**config.mk**
```make
export PLATFORM = sky130hd
export DESIGN_NAME = gcm_sched_top
export DESIGN_NICKNAME = d
export VERILOG_FILES = /design/src/design/gcm_pkg.sv /design/src/design/sync_fifo.sv /design/src/design/axil_reg_port.sv /design/src/design/gcm_block_sequencer.sv /design/src/design/ghash_engine.sv /design/src/design/gcm_sched_top.sv
export SDC_FILE = /design/constraint.sdc
export NUM_CORES = 2
export LEC_CHECK = 0
export BUFFER_PORTS_ARGS = -buffer_cell sky130_fd_sc_hd__buf_4
export CORE_MARGIN = 3
export CORE_UTILIZATION = 35
export CTS_CLUSTER_DIAMETER = 200
export DETAILED_ROUTE_END_ITERATION = 6
export GPL_TIMING_DRIVEN = 0
export HOLD_SLACK_MARGIN = 0.1
export PLACE_DENSITY = 0.47
export SLEW_MARGIN = 5
export SYNTH_ARGS = -nofsm -noshare
export SYNTH_HDL_FRONTEND = slang
export SYNTH_HIERARCHICAL = 1
export SYNTH_SLANG_ARGS = --single-unit
```
**constraint.sdc**
```tcl
create_clock -name clk -period 13.4 [get_ports clk]
set_input_delay 2.68 -clock clk [delete_from_list [all_inputs] [get_ports clk]]
set_output_delay 2.68 -clock clk [all_outputs]
set_load 0.01 [all_outputs]
```
**src/design/gcm_pkg.sv**
```systemverilog
package gcm_pkg;

    localparam int BLOCK_W = 128;
    localparam int IV_W    = 96;
    localparam int CTR_W   = 32;

    // Block phase codes as the AES worker stages use them
    typedef enum logic [2:0] {
        PH_TEXT_FIRST    = 3'b000,
        PH_TEXT          = 3'b001,
        PH_AAD           = 3'b010,
        PH_TEXT_LAST     = 3'b011,
        PH_LEN           = 3'b100,
        PH_FIRST_IS_LAST = 3'b111
    } phase_t;

    typedef struct packed {
        logic [BLOCK_W-1:0] data;
    } in_block_t;

    typedef struct packed {
        logic [BLOCK_W-1:0] ctr;
        phase_t             phase;
        logic [BLOCK_W-1:0] data;
    } out_desc_t;

    // Word 0 of each register group is the most significant
    localparam logic [31:0] REG_CTRL    = 32'h00;
    localparam logic [31:0] REG_STATUS  = 32'h04;
    localparam logic [31:0] REG_H0      = 32'h10;
    localparam logic [31:0] REG_H3      = 32'h1C;
    localparam logic [31:0] REG_IV0     = 32'h20;
    localparam logic [31:0] REG_IV2     = 32'h28;
    localparam logic [31:0] REG_AAD_LEN = 32'h30;
    localparam logic [31:0] REG_TXT_LEN = 32'h34;
    localparam logic [31:0] REG_DATA0   = 32'h40;
    localparam logic [31:0] REG_DATA3   = 32'h4C;
    localparam logic [31:0] REG_TAG0    = 32'h50;
    localparam logic [31:0] REG_TAG3    = 32'h5C;

endpackage

```
**src/design/sync_fifo.sv**
```systemverilog
`timescale 1ns/1ps

module sync_fifo #(
    parameter type T     = logic,
    parameter int  DEPTH = 4
) (
    input  logic clk,
    input  logic i_rst_n,
    input  logic i_push,
    input  T     i_data,
    output logic o_full,
    input  logic i_pop,
    output T     o_data,
    output logic o_empty
);

    localparam int PTR_W = (DEPTH > 1) ? $clog2(DEPTH) : 1;
    localparam int CNT_W = $clog2(DEPTH + 1);

    T                 mem [DEPTH];
    logic [PTR_W-1:0] wr_ptr;
    logic [PTR_W-1:0] rd_ptr;
    logic [CNT_W-1:0] count;
    logic             do_push;
    logic             do_pop;

    assign o_full  = (count == CNT_W'(DEPTH));
    assign o_empty = (count == '0);
    assign do_push = i_push & ~o_full;
    assign do_pop  = i_pop & ~o_empty;
    // Head entry is visible without a read cycle
    assign o_data  = mem[rd_ptr];

    always_ff @(posedge clk or negedge i_rst_n)
    begin
        if (!i_rst_n)
        begin
            wr_ptr <= '0;
            rd_ptr <= '0;
            count  <= '0;
        end
        else
        begin
            if (do_push)
                wr_ptr <= (wr_ptr == PTR_W'(DEPTH - 1)) ? '0 : wr_ptr + 1'b1;
            if (do_pop)
                rd_ptr <= (rd_ptr == PTR_W'(DEPTH - 1)) ? '0 : rd_ptr + 1'b1;
            if (do_push && !do_pop)
                count <= count + 1'b1;
            else if (do_pop && !do_push)
                count <= count - 1'b1;
        end
    end

    always_ff @(posedge clk)
    begin
        if (do_push)
            mem[wr_ptr] <= i_data;
    end

endmodule

```
**src/design/axil_reg_port.sv**
```systemverilog
`timescale 1ns/1ps

module axil_reg_port #(
    parameter int ADDR_W = 8
) (
    input  logic                                clk,
    input  logic                                i_rst_n,
    input  logic [ADDR_W-1:0]                   i_awaddr,
    input  logic                                i_awvalid,
    output logic                                o_awready,
    input  logic [31:0]                         i_wdata,
    input  logic [3:0]                          i_wstrb,
    input  logic                                i_wvalid,
    output logic                                o_wready,
    output logic [1:0]                          o_bresp,
    output logic                                o_bvalid,
    input  logic                                i_bready,
    input  logic [ADDR_W-1:0]                   i_araddr,
    input  logic                                i_arvalid,
    output logic                                o_arready,
    output logic [31:0]                         o_rdata,
    output logic [1:0]                          o_rresp,
    output logic                                o_rvalid,
    input  logic                                i_rready,
    output logic                                o_start,
    output logic [gcm_pkg::BLOCK_W-1:0]         o_h,
    output logic [gcm_pkg::IV_W-1:0]            o_iv,
    output logic [31:0]                         o_aad_len,
    output logic [31:0]                         o_txt_len,
    output logic                                o_push,
    output gcm_pkg::in_block_t                  o_block,
    input  logic                                i_in_full,
    input  logic [gcm_pkg::BLOCK_W-1:0]         i_tag,
    input  logic                                i_done,
    input  logic                                i_busy
);

    logic [31:0]      wa;
    logic [31:0]      ra;
    logic [31:0]      rd_mux;
    logic             wr_en;
    logic             rd_en;
    logic             done_q;
    logic [0:3][31:0] h_q;
    logic [0:2][31:0] iv_q;
    logic [0:3][31:0] data_q;
    logic [0:3][31:0] tag_q;

    function automatic logic [31:0] merge(input logic [31:0] old_v, input logic [31:0] new_v,
                                          input logic [3:0] strb);
        logic [31:0] res;
        res = old_v;
        for (int b = 0; b < 4; b++)
        begin
            if (strb[b])
                res[8*b +: 8] = new_v[8*b +: 8];
        end
        return res;
    endfunction

    assign wa = 32'(i_awaddr);
    assign ra = 32'(i_araddr);

    // AW and W are taken together; a block push waits for a free FIFO slot
    assign wr_en     = i_awvalid & i_wvalid & ~o_bvalid & ~((wa == gcm_pkg::REG_DATA3) & i_in_full);
    assign o_awready = wr_en;
    assign o_wready  = wr_en;
    assign rd_en     = i_arvalid & ~o_rvalid;
    assign o_arready = rd_en;
    assign o_bresp   = 2'b00;
    assign o_rresp   = 2'b00;

    assign o_h          = h_q;
    assign o_iv         = iv_q;
    assign o_push       = wr_en & (wa == gcm_pkg::REG_DATA3);
    assign o_block.data = {data_q[0], data_q[1], data_q[2], merge(data_q[3], i_wdata, i_wstrb)};

    always_comb
    begin
        rd_mux = '0;
        if (ra == gcm_pkg::REG_STATUS)
            rd_mux = {29'd0, i_in_full, done_q, i_busy};
        else if (ra >= gcm_pkg::REG_H0 && ra <= gcm_pkg::REG_H3)
            rd_mux = h_q[ra[3:2]];
        else if (ra >= gcm_pkg::REG_IV0 && ra <= gcm_pkg::REG_IV2)
            rd_mux = iv_q[ra[3:2]];
        else if (ra == gcm_pkg::REG_AAD_LEN)
            rd_mux = o_aad_len;
        else if (ra == gcm_pkg::REG_TXT_LEN)
            rd_mux = o_txt_len;
        else if (ra >= gcm_pkg::REG_TAG0 && ra <= gcm_pkg::REG_TAG3)
            rd_mux = tag_q[ra[3:2]];
    end

    always_ff @(posedge clk or negedge i_rst_n)
    begin
        if (!i_rst_n)
        begin
            o_bvalid  <= 1'b0;
            o_rvalid  <= 1'b0;
            o_start   <= 1'b0;
            done_q    <= 1'b0;
            h_q       <= '0;
            iv_q      <= '0;
            o_aad_len <= '0;
            o_txt_len <= '0;
        end
        else
        begin
            o_bvalid <= wr_en | (o_bvalid & ~i_bready);
            o_rvalid <= rd_en | (o_rvalid & ~i_rready);
            o_start  <= wr_en & (wa == gcm_pkg::REG_CTRL) & i_wstrb[0] & i_wdata[0];
            // Done holds until the next instance starts
            if (o_start)
                done_q <= 1'b0;
            else if (i_done)
                done_q <= 1'b1;
            if (wr_en)
            begin
                if (wa >= gcm_pkg::REG_H0 && wa <= gcm_pkg::REG_H3)
                    h_q[wa[3:2]] <= merge(h_q[wa[3:2]], i_wdata, i_wstrb);
                else if (wa >= gcm_pkg::REG_IV0 && wa <= gcm_pkg::REG_IV2)
                    iv_q[wa[3:2]] <= merge(iv_q[wa[3:2]], i_wdata, i_wstrb);
                else if (wa == gcm_pkg::REG_AAD_LEN)
                    o_aad_len <= merge(o_aad_len, i_wdata, i_wstrb);
                else if (wa == gcm_pkg::REG_TXT_LEN)
                    o_txt_len <= merge(o_txt_len, i_wdata, i_wstrb);
            end
        end
    end

    always_ff @(posedge clk)
    begin
        if (wr_en && wa >= gcm_pkg::REG_DATA0 && wa <= gcm_pkg::REG_DATA3)
            data_q[wa[3:2]] <= merge(data_q[wa[3:2]], i_wdata, i_wstrb);
        if (i_done)
            tag_q <= i_tag;
        if (rd_en)
            o_rdata <= rd_mux;
    end

endmodule

```
**src/design/gcm_block_sequencer.sv**
```systemverilog
`timescale 1ns/1ps

module gcm_block_sequencer (
    input  logic                        clk,
    input  logic                        i_rst_n,
    input  logic                        i_start,
    input  logic [gcm_pkg::IV_W-1:0]    i_iv,
    input  logic [31:0]                 i_aad_len,
    input  logic [31:0]                 i_txt_len,
    input  logic                        i_in_empty,
    input  gcm_pkg::in_block_t          i_in_data,
    output logic                        o_in_pop,
    input  logic                        i_out_full,
    output logic                        o_out_push,
    output gcm_pkg::out_desc_t          o_out_data,
    input  logic                        i_ghash_ready,
    output logic                        o_ghash_start,
    output logic [gcm_pkg::BLOCK_W-1:0] o_ghash_block,
    output logic                        o_busy
);

    typedef enum logic [1:0] {S_IDLE, S_RUN, S_LEN, S_WAIT} state_t;

    state_t                      state;
    logic [gcm_pkg::CTR_W-1:0]   idx;
    logic [gcm_pkg::CTR_W-1:0]   aad_cnt;
    logic [gcm_pkg::CTR_W-1:0]   total_cnt;
    logic [gcm_pkg::CTR_W-1:0]   ctr_val;
    logic [gcm_pkg::BLOCK_W-1:0] len_block;
    logic                        issue_ok;
    logic                        len_go;
    logic                        len_done;
    gcm_pkg::phase_t             phase;

    function automatic logic [127:0] byte_rev(input logic [127:0] d);
        logic [127:0] r;
        for (int n = 0; n < 16; n++)
        begin
            r[8*n +: 8] = d[8*(15-n) +: 8];
        end
        return r;
    endfunction

    // Lengths are in bits and whole blocks, so a shift by seven gives block counts
    assign aad_cnt   = {7'd0, i_aad_len[31:7]};
    assign total_cnt = aad_cnt + {7'd0, i_txt_len[31:7]};
    assign len_block = {32'd0, i_aad_len, 32'd0, i_txt_len};
    // First text block uses counter 2
    assign ctr_val   = idx - aad_cnt + 32'd2;

    // A start still in flight has not yet lowered the GHASH ready
    assign issue_ok = i_ghash_ready & ~o_ghash_start & ~i_out_full & ~i_start;
    assign o_in_pop = (state == S_RUN) & issue_ok & ~i_in_empty;
    assign len_go   = (state == S_LEN) & issue_ok;
    assign len_done = (state == S_WAIT) & i_ghash_ready & ~o_ghash_start;
    assign o_busy   = (state != S_IDLE) & ~len_done;

    always_comb
    begin
        if (idx < aad_cnt)
            phase = gcm_pkg::PH_AAD;
        else if (idx == total_cnt - 1'b1)
            phase = (idx == aad_cnt) ? gcm_pkg::PH_FIRST_IS_LAST : gcm_pkg::PH_TEXT_LAST;
        else if (idx == aad_cnt)
            phase = gcm_pkg::PH_TEXT_FIRST;
        else
            phase = gcm_pkg::PH_TEXT;
    end

    always_ff @(posedge clk or negedge i_rst_n)
    begin
        if (!i_rst_n)
        begin
            state         <= S_IDLE;
            idx           <= '0;
            o_ghash_start <= 1'b0;
            o_out_push    <= 1'b0;
        end
        else
        begin
            o_ghash_start <= o_in_pop | len_go;
            // AAD blocks only feed the hash
            o_out_push    <= (o_in_pop & (phase != gcm_pkg::PH_AAD)) | len_go;
            if (i_start)
            begin
                idx   <= '0;
                state <= (total_cnt == '0) ? S_LEN : S_RUN;
            end
            else
            begin
                case (state)
                    S_RUN:
                    begin
                        if (o_in_pop)
                        begin
                            idx <= idx + 1'b1;
                            if (idx + 1'b1 == total_cnt)
                                state <= S_LEN;
                        end
                    end
                    S_LEN:
                    begin
                        if (len_go)
                            state <= S_WAIT;
                    end
                    S_WAIT:
                    begin
                        if (len_done)
                            state <= S_IDLE;
                    end
                    default:
                    begin
                        state <= S_IDLE;
                    end
                endcase
            end
        end
    end

    always_ff @(posedge clk)
    begin
        if (len_go)
        begin
            o_ghash_block    <= len_block;
            o_out_data.ctr   <= '0;
            o_out_data.phase <= gcm_pkg::PH_LEN;
            o_out_data.data  <= byte_rev(len_block);
        end
        else if (o_in_pop)
        begin
            o_ghash_block    <= i_in_data.data;
            o_out_data.ctr   <= {i_iv, ctr_val};
            o_out_data.phase <= phase;
            o_out_data.data  <= byte_rev(i_in_data.data);
        end
    end

endmodule

```
**src/design/ghash_engine.sv**
```systemverilog
`timescale 1ns/1ps

module ghash_engine (
    input  logic                        clk,
    input  logic                        i_rst_n,
    input  logic                        i_clear,
    input  logic [gcm_pkg::BLOCK_W-1:0] i_h,
    input  logic                        i_start,
    input  logic [gcm_pkg::BLOCK_W-1:0] i_block,
    output logic                        o_ready,
    output logic [gcm_pkg::BLOCK_W-1:0] o_acc,
    output logic                        o_done
);

    // Bit 0 of the field element is the vector MSB
    localparam logic [gcm_pkg::BLOCK_W-1:0] R_POLY = {8'hE1, 120'd0};

    logic                        busy;
    logic [6:0]                  step;
    logic [gcm_pkg::BLOCK_W-1:0] x_q;
    logic [gcm_pkg::BLOCK_W-1:0] z_q;
    logic [gcm_pkg::BLOCK_W-1:0] v_q;
    logic [gcm_pkg::BLOCK_W-1:0] z_next;
    logic [gcm_pkg::BLOCK_W-1:0] v_next;
    logic                        load;

    assign o_ready = ~busy;
    assign load    = i_start & ~busy & ~i_clear;

    // One multiplier bit per cycle from the top of x_q
    assign z_next = x_q[gcm_pkg::BLOCK_W-1] ? (z_q ^ v_q) : z_q;
    assign v_next = v_q[0] ? ((v_q >> 1) ^ R_POLY) : (v_q >> 1);

    always_ff @(posedge clk or negedge i_rst_n)
    begin
        if (!i_rst_n)
        begin
            busy   <= 1'b0;
            step   <= '0;
            o_done <= 1'b0;
            o_acc  <= '0;
        end
        else
        begin
            o_done <= 1'b0;
            if (i_clear)
            begin
                busy  <= 1'b0;
                step  <= '0;
                o_acc <= '0;
            end
            else if (load)
            begin
                busy <= 1'b1;
                step <= '0;
            end
            else if (busy)
            begin
                step <= step + 1'b1;
                if (step == 7'd127)
                begin
                    busy   <= 1'b0;
                    o_acc  <= z_next;
                    o_done <= 1'b1;
                end
            end
        end
    end

    always_ff @(posedge clk)
    begin
        if (load)
        begin
            x_q <= o_acc ^ i_block;
            z_q <= '0;
            v_q <= i_h;
        end
        else if (busy)
        begin
            x_q <= x_q << 1;
            z_q <= z_next;
            v_q <= v_next;
        end
    end

endmodule

```
**src/design/gcm_sched_top.sv**
```systemverilog
`timescale 1ns/1ps

module gcm_sched_top #(
    parameter int IN_DEPTH  = 4,
    parameter int OUT_DEPTH = 4,
    parameter int ADDR_W    = 8
) (
    input  logic                        clk,
    input  logic                        i_rst_n,
    input  logic [ADDR_W-1:0]           i_awaddr,
    input  logic                        i_awvalid,
    output logic                        o_awready,
    input  logic [31:0]                 i_wdata,
    input  logic [3:0]                  i_wstrb,
    input  logic                        i_wvalid,
    output logic                        o_wready,
    output logic [1:0]                  o_bresp,
    output logic                        o_bvalid,
    input  logic                        i_bready,
    input  logic [ADDR_W-1:0]           i_araddr,
    input  logic                        i_arvalid,
    output logic                        o_arready,
    output logic [31:0]                 o_rdata,
    output logic [1:0]                  o_rresp,
    output logic                        o_rvalid,
    input  logic                        i_rready,
    output logic                        o_desc_valid,
    input  logic                        i_desc_ready,
    output logic [gcm_pkg::BLOCK_W-1:0] o_desc_ctr,
    output gcm_pkg::phase_t             o_desc_phase,
    output logic [gcm_pkg::BLOCK_W-1:0] o_desc_data
);

    logic                        start;
    logic [gcm_pkg::BLOCK_W-1:0] h;
    logic [gcm_pkg::IV_W-1:0]    iv;
    logic [31:0]                 aad_len;
    logic [31:0]                 txt_len;
    logic                        in_push;
    gcm_pkg::in_block_t          in_wr;
    gcm_pkg::in_block_t          in_rd;
    logic                        in_full;
    logic                        in_empty;
    logic                        in_pop;
    logic                        out_push;
    gcm_pkg::out_desc_t          out_wr;
    gcm_pkg::out_desc_t          out_rd;
    logic                        out_full;
    logic                        out_empty;
    logic                        ghash_ready;
    logic                        ghash_start;
    logic [gcm_pkg::BLOCK_W-1:0] ghash_block;
    logic [gcm_pkg::BLOCK_W-1:0] ghash_acc;
    logic                        ghash_done;
    logic                        seq_busy;

    assign o_desc_valid = ~out_empty;
    assign o_desc_ctr   = out_rd.ctr;
    assign o_desc_phase = out_rd.phase;
    assign o_desc_data  = out_rd.data;

    axil_reg_port #(.ADDR_W(ADDR_W)) reg_port_i (
        .clk(clk), .i_rst_n(i_rst_n),
        .i_awaddr(i_awaddr), .i_awvalid(i_awvalid), .o_awready(o_awready),
        .i_wdata(i_wdata), .i_wstrb(i_wstrb), .i_wvalid(i_wvalid), .o_wready(o_wready),
        .o_bresp(o_bresp), .o_bvalid(o_bvalid), .i_bready(i_bready),
        .i_araddr(i_araddr), .i_arvalid(i_arvalid), .o_arready(o_arready),
        .o_rdata(o_rdata), .o_rresp(o_rresp), .o_rvalid(o_rvalid), .i_rready(i_rready),
        .o_start(start), .o_h(h), .o_iv(iv), .o_aad_len(aad_len), .o_txt_len(txt_len),
        .o_push(in_push), .o_block(in_wr), .i_in_full(in_full),
        // Only the lengths block hash completes after the sequencer goes idle
        .i_tag(ghash_acc), .i_done(ghash_done & ~seq_busy), .i_busy(seq_busy)
    );

    sync_fifo #(.T(gcm_pkg::in_block_t), .DEPTH(IN_DEPTH)) in_fifo_i (
        .clk(clk), .i_rst_n(i_rst_n),
        .i_push(in_push), .i_data(in_wr), .o_full(in_full),
        .i_pop(in_pop), .o_data(in_rd), .o_empty(in_empty)
    );

    sync_fifo #(.T(gcm_pkg::out_desc_t), .DEPTH(OUT_DEPTH)) out_fifo_i (
        .clk(clk), .i_rst_n(i_rst_n),
        .i_push(out_push), .i_data(out_wr), .o_full(out_full),
        .i_pop(o_desc_valid & i_desc_ready), .o_data(out_rd), .o_empty(out_empty)
    );

    gcm_block_sequencer seq_i (
        .clk(clk), .i_rst_n(i_rst_n),
        .i_start(start), .i_iv(iv), .i_aad_len(aad_len), .i_txt_len(txt_len),
        .i_in_empty(in_empty), .i_in_data(in_rd), .o_in_pop(in_pop),
        .i_out_full(out_full), .o_out_push(out_push), .o_out_data(out_wr),
        .i_ghash_ready(ghash_ready), .o_ghash_start(ghash_start),
        .o_ghash_block(ghash_block), .o_busy(seq_busy)
    );

    ghash_engine ghash_i (
        .clk(clk), .i_rst_n(i_rst_n),
        .i_clear(start), .i_h(h),
        .i_start(ghash_start), .i_block(ghash_block),
        .o_ready(ghash_ready), .o_acc(ghash_acc), .o_done(ghash_done)
    );

endmodule

```
# Yosys cells after proc, flatten, opt, wreduce, memory -nomap -nowiden
# Memory sizes are Yosys's and may differ from the RTL's.
# Cells that the tools add are included.
dict set report classes {
  addsub 14
  n_lt_le_gt_ge 16
  n_eq_ne 25
  mux 122
  n_bitwise 55
  reduce_logical 44
}
# operator n
set ops {}
lappend ops {{128-bit 2-to-1 mux} 12}
lappend ops {{32-bit 2-to-1 mux} 21}
lappend ops {{32-bit binary-select mux with 2-bit select} 6}
lappend ops {{8-bit 2-to-1 mux} 40}
lappend ops {{128-bit bitwise mux} 2}
lappend ops {{128-bit bitwise XOR} 2}
lappend ops {{96-bit 2-to-1 mux} 2}
lappend ops {{96-bit bitwise mux} 1}
lappend ops {{32-bit demux with 2-bit select} 1}
lappend ops {{32-bit == test} 2}
lappend ops {{32-bit logical NOT} 2}
lappend ops {{32-bit by 1-bit adder with 32-bit output (second input constant)} 1}
lappend ops {{32-bit by 2-bit adder with 32-bit output (second input constant)} 1}
lappend ops {{32-bit by 25-bit == test with 1-bit output} 1}
lappend ops {{8-bit by 6-bit == test with 1-bit output (second input constant)} 4}
lappend ops {{32-bit by 25-bit less-than comparator with 1-bit output} 1}
lappend ops {{32-bit by 1-bit subtractor with 32-bit output (second input constant)} 1}
lappend ops {{32-bit by 25-bit subtractor with 32-bit output} 1}
lappend ops {{1-bit AND} 29}
lappend ops {{25-bit by 25-bit adder with 26-bit output} 1}
lappend ops {{3-bit 2-to-1 mux} 8}
lappend ops {{6-bit AND reduction} 4}
lappend ops {{7-bit 2-to-1 mux} 3}
lappend ops {{2-bit 2-to-1 mux} 10}
lappend ops {{36 further kinds} 120}
dict set report word_totals {
  regBits 1538
  ramBits 1548
  input_bits 60
  output_inout_bits 301
  wordCells 330
  memories 2
}
# memory words word_bits rd rd_clocked_by_memory_dff write_ports line
set mem_list {}
lappend mem_list {out_fifo_i.mem 4 259 1 0 1 sync_fifo.sv:20} ;# T mem [DEPTH];
lappend mem_list {in_fifo_i.mem 4 128 1 0 1 sync_fifo.sv:20}

# Longest topological paths before layout
dict set report logic_depth {
  word_depth 10
  ltp_mapped 18
  depth_no_buf 18
}

# Hierarchy
# Netlist, hierarchy kept.
# module n_inst cells_each area_each_um2 seq_area_each_um2
set modules_own_cells {}
lappend modules_own_cells {{sync_fifo (out_fifo_i)} 1 1390 37796.2 31285.0}
lappend modules_own_cells {axil_reg_port 1 1922 27512.6 15955.3}
lappend modules_own_cells {ghash_engine 1 2274 23052.1 13678.1}
lappend modules_own_cells {{sync_fifo (in_fifo_i)} 1 706 18909.4 15549.9}
lappend modules_own_cells {gcm_block_sequencer 1 2149 17937.2 6726.5}
lappend modules_own_cells {gcm_sched_top 1 3 23.8 0.0}

# Least setup slack after synthesis
# No wires, ideal clock.
dict set report synth_timing {
  path_kind {input -> register}
  from {in i_awaddr[2]}
  to {mem in_fifo_i/mem[3][0] in the netlist's numbering (enable)}
  setup_time_ps 618
  t_arrival_ps 8931
  setup_slack_ps 3852
  path_stages 7
  n_path_buf 3
  cell_sequence {buf_6 buf_6 buf_2 nand4_1 nor3_1 nand2_1 nor2_1}
}
dict set report synth_via {
  elab_chain_cells 8
}
# item line
set synth_lines {}
lappend synth_lines {{start: declaration} gcm_sched_top.sv:10} ;# input logic [ADDR_W-1:0] i_awaddr,
lappend synth_lines {{8-bit by 7-bit == test with 1-bit output (*)} {axil_reg_port.sv:65, axil_reg_port.sv:75}}
lappend synth_lines {{1-bit AND} axil_reg_port.sv:65} ;# assign wr_en = i_awvalid & i_wvalid & ~o_bvalid & ~((wa == gcm_pkg::REG_DATA3) & i_in_full);
lappend synth_lines {{1-bit NOT} axil_reg_port.sv:65}
lappend synth_lines {{1-bit AND} axil_reg_port.sv:65}
lappend synth_lines {{1-bit AND (*)} axil_reg_port.sv:75} ;# assign o_push = wr_en & (wa == gcm_pkg::REG_DATA3);
lappend synth_lines {{via in_push} gcm_sched_top.sv:39} ;# logic in_push;
lappend synth_lines {{1-bit AND (*)} sync_fifo.sv:29} ;# assign do_push = i_push & ~o_full;
lappend synth_lines {{1-bit 2-to-1 mux (*)} sync_fifo.sv:57} ;# if (do_push)
lappend synth_lines {{1-bit 2-to-1 mux (implied by the code) (*)} sync_fifo.sv:58} ;# mem[wr_ptr] <= i_data;
lappend synth_lines {{end: declaration} sync_fifo.sv:20}
# The timed path passes the listed nets; every way through them passes the cells marked *.

# Worst setup path after layout
dict set report layout_timing {
  from {reg ghash_i.busy}
  to {reg in_fifo_i.count[1]}
}
dict set report layout_via {
  elab_chain_cells 10
  word_cells_on_any_way 12
  cone_classes {mux (1); bitwise (7); reduce/logical (4)}
}
# item line
set layout_lines {}
lappend layout_lines {{start: declaration} ghash_engine.sv:18} ;# logic busy;
lappend layout_lines {{start signal: assignment} ghash_engine.sv:38} ;# busy <= 1'b0;
lappend layout_lines {{start signal: assignment} ghash_engine.sv:48} ;# busy <= 1'b0;
lappend layout_lines {{start signal: assignment} ghash_engine.sv:54} ;# busy <= 1'b1;
lappend layout_lines {{1-bit NOT (*)} ghash_engine.sv:27} ;# assign o_ready = ~busy;
lappend layout_lines {{via ghash_ready} gcm_sched_top.sv:50} ;# logic ghash_ready;
lappend layout_lines {{1-bit AND (*) (3 in series)} gcm_block_sequencer.sv:52} ;# assign issue_ok = i_ghash_ready & ~o_ghash_start & ~i_out_full & ~i_start;
lappend layout_lines {{1-bit AND (*) (2 in series)} gcm_block_sequencer.sv:53} ;# assign o_in_pop = (state == S_RUN) & issue_ok & ~i_in_empty;
lappend layout_lines {{via in_pop} gcm_sched_top.sv:44} ;# logic in_pop;
lappend layout_lines {{1-bit AND (*)} sync_fifo.sv:30} ;# assign do_pop = i_pop & ~o_empty;
lappend layout_lines {{1-bit logical NOT} sync_fifo.sv:48} ;# if (do_push && !do_pop)
lappend layout_lines {{1-bit logical AND} sync_fifo.sv:48}
lappend layout_lines {{3-bit 2-to-1 mux / 2-bit nonzero test (equally long branches)} --}
lappend layout_lines {{end signal: assignment} sync_fifo.sv:49} ;# count <= count + 1'b1;
lappend layout_lines {{end signal: assignment} sync_fifo.sv:51} ;# count <= count - 1'b1;
lappend layout_lines {{end: declaration} sync_fifo.sv:23} ;# logic [CNT_W-1:0] count;
# Marked as above.
# A chain may end at the register's enable or synchronous reset.

==> results.ini <==
[outcome]
outcome = finished, violations left
violations = max-capacitance violations, max-slew violations

[detailed_routing]
wirelength_um = 460000
post_drt_wl_per_cell_um = 32.2
vias_per_cell = 5.40
drc = 0
first_iter_violations = 7975
vias = 77222
first_pass_iters = 6
drt.antenna.violating_nets = 0

[grt]
grt_pass1_vias = 75737
grt_use_total_pct = 24.7
grt_max_degree = 94
gr-total-overflow = 0
grt_pass1_wl_um = 624000
antenna_found_initial = 85

[logic_synthesis]
netlist_instances = 8444
synth_edf_count = 2156
yosys.area.top_type = edfxtp_1
syn_area_um2 = 125000
ys_seq_elements = 2958
ys_seq_area_share_pct = 66.4
avgSynthCellArea_um2 = 14.8
ys_warn_count = 6
synthFlopType = edfxtp_1
synth_top_area_share_pct = 51.7
async_reset_ff_share_pct = 16.2
synth_area_leaders = edfxtp_1, dfrtp_1, mux4_2
yosysUniqueCellTypes = 110

[placement]
io_buffers = 349
gp_congestion = 0.962
hpwl_um = 354000
place_area_um2 = 136000

[clock_tree]
cts_tree = built
post_cts_buffers = 0
numCtsBuffers = 328
h-tree-depth = 5
path_clk_slew_ns = 0.06
cts_buffer_depth = 4
ctsRootBufferMaster = clkbuf_16
cts_hold_buf = 0
cts.sinks = 2958
cts_resized = 0
insertion_delay_ns = 0.94

[worst_setup_path]
cp.arrival_ns = 9.38
rr_endpoint = in_fifo_i/count[1]$_DFFE_PN0P_
worst_setup_path_start_kind = register
max_stage_delay_ns = 1.05
cpMostUsedCell = clkbuf_1
worst-r2r-setup-slack_ns = 4.83
cp_slowest_cell = buf_1
cp_max_fo = 10
critPathCaptureType = register
worstPathRequired_ns = 14.20
critical_path_class = register to register
crit_chain = buf_2 > inv_2 > clkbuf_1 > clkbuf_1 > buf_2 > nand2b_1 > or4_1 > clkbuf_1 > inv_2 > clkbuf_1 > buf_1 > o31ai_2 > ha_1 > inv_1 > fa_1 > mux2_2
rr_startpoint = ghash_i/busy$_DFF_PN0_
reg2reg_depth = 16

[flow_run]
maxCapViolCount = 2

[timing]
holdWs_ns = 0.486
period_share_pct = 64.0
slew_headroom_pct = -0.0499
tightest_slew_ns = 1.49
maxSlewViolCount = 1
finClkSkew_ns = 0.0604
min_period_ns = 8.57
max_freq_mhz = 117
rsz0062_at_grt = no
hold_viol = 0
setup_viol = 0

[hold_path]
min_path_type = register to register
hold_depth = 2
min_to = seq_i/o_out_data[68]$_SDFFE_PP0P_
hp-start = seq_i/o_out_data[68]$_SDFFE_PP0P_

[pwr]
vdd_drop_max_v = 0.000103
p_leak_nw = 53.1
powerDensity_nw_per_um2 = 203

[floorplan]
std_cell_rows = 219
coreArea_um2 = 356000
ios = 361
initial_utilization_pct = 35.2
die_area_um2 = 365000
fp.dieW_um = 604
die_h_um = 604

[finish]
fin_nets = 9392
final_common_cell = edfxtp_1
final_cell_area_um2 = 146000
layout_common_cells = edfxtp_1, nand2_1, buf_4, mux4_2, dfrtp_1
drive_gt1_share_pct = 23.7
synthToLayoutAreaGrowth_pct = 17.0
fillers = 32670

-- cells in the mapped netlist, types with 29 or more instances --
library cell / n
edfxtp_1: 2156
nand2_1: 1296
mux4_2: 511
dfrtp_1: 479
a21oi_1: 429
dfxtp_1: 323
mux2_2: 268
o21ai_0: 265
buf_4: 255
inv_1: 240
clkbuf_1: 227
xnor2_1: 212
a211oi_1: 185
nor2_1: 178
xor2_1: 176
buf_2: 158
o22ai_1: 142
ha_1: 111
mux2i_1: 110
buf_6: 71
o21ai_1: 62
nand3_1: 49
a22o_1: 42
nor3_1: 34
a22oi_1: 31
o211ai_1: 29
-- critical path: cells and delay by family, from the launching register on --
kind,cells,cell delay (ns)
buffers and inverters,10,5.65
DFF,1,0.38
adders and majority gates,2,0.77
AOI/OAI and AO/OA,1,0.41
and+or+nand+nor,2,0.89
muxes,1,0.27
-- cells by family after synthesis --
family                   count (synthesis)  synth area share, %
AO/OA/AOI/OAI                         1328                 6.51
XOR/XNOR                               392                 2.78
adder cells (fa/ha/maj)                126                 1.35
buffers and inverters                  968                 4.25
flip-flops                            2958                 66.4
multiplexers                           913                 12.7
other                                    1              0.00299
AND/OR/NAND/NOR                       1758                 5.94
-- per-layer routing --
layer	track usage [%]	vias to the layer above	wire (um)
li1	-	33044	-
met1	33.5	40693	193000
met2	38.1	2842	210000
met3	4.73	629	32200
met4	12.0	14	24600
met5	0	-	104
-- flip-flops by register name, indices dropped and copies added, names as in the netlist, 96 cells and up --
register / flops
ghash_i/z_q: 128
reg_port_i/o_h: 128
seq_i/o_out_data: 257
reg_port_i/o_block: 96
ghash_i/x_q: 128
ghash_i/v_q: 128
reg_port_i/o_iv: 96
reg_port_i/tag_q: 128
in_fifo_i/mem: 512
out_fifo_i/mem: 1036
ghash_i/o_acc: 128
-- where the power goes --
part | internal [mW] | switching, mW
clock | 5.21 | 3.81
sequential | 11.7 | 1.09
combinational | 3.18 | 4.70
total | 20.1 | 9.59
-- area by class of cell --
type	instances	area, um^2	share of cell area, %
sequential	2958	83200	56.8
multi-input combinational	4521	36800	25.1
clock buffer	469	9290	6.34
tap	4751	5940	4.06
buffer	726	4430	3.02
timing repair buffer	429	4340	2.96
clock inverter	144	1440	0.985
inverter	242	911	0.622
antenna	59	148	0.101
-- stage by stage --
step | utilization, % | setup TNS [ns] | total power, mW | worst slack (ns) | instances
2_1_floorplan | - | 0 | 17.3 | 3.85 | 8447
3_3_place_gp | 37.6 | -765.31 | 21.0 | -2.81 | 13547
3_5_place_dp | 38.1 | 0 | 20.9 | 4.85 | 13627
6_report | 41.2 | 0 | 29.7 | 4.83 | 14299
4_1_cts | 41.1 | 0 | 30.0 | 4.86 | 14240
5_1_grt | 41.1 | 0 | 31.0 | 4.78 | 14281
-- how the worst max path moves through the flow --
| stage | from | end | depth (start not counted) |
|---|---|---|---|
| after floorplan | i_awaddr[2] | in_fifo_i/mem[3][0]$_DFFE_PP_ | 7 |
| after global placement | i_awaddr[3] | in_fifo_i/mem[3][54]$_DFFE_PP_ | 7 |
| after detailed placement | ghash_i/busy$_DFF_PN0_ | in_fifo_i/count[1]$_DFFE_PN0P_ | 16 |
| after CTS | ghash_i/busy$_DFF_PN0_ | in_fifo_i/count[1]$_DFFE_PN0P_ | 16 |
| after global routing | ghash_i/busy$_DFF_PN0_ | in_fifo_i/count[1]$_DFFE_PN0P_ | 16 |
| final | ghash_i/busy$_DFF_PN0_ | in_fifo_i/count[1]$_DFFE_PN0P_ | 16 |
Note: power is estimated with default switching activity, not from simulation.
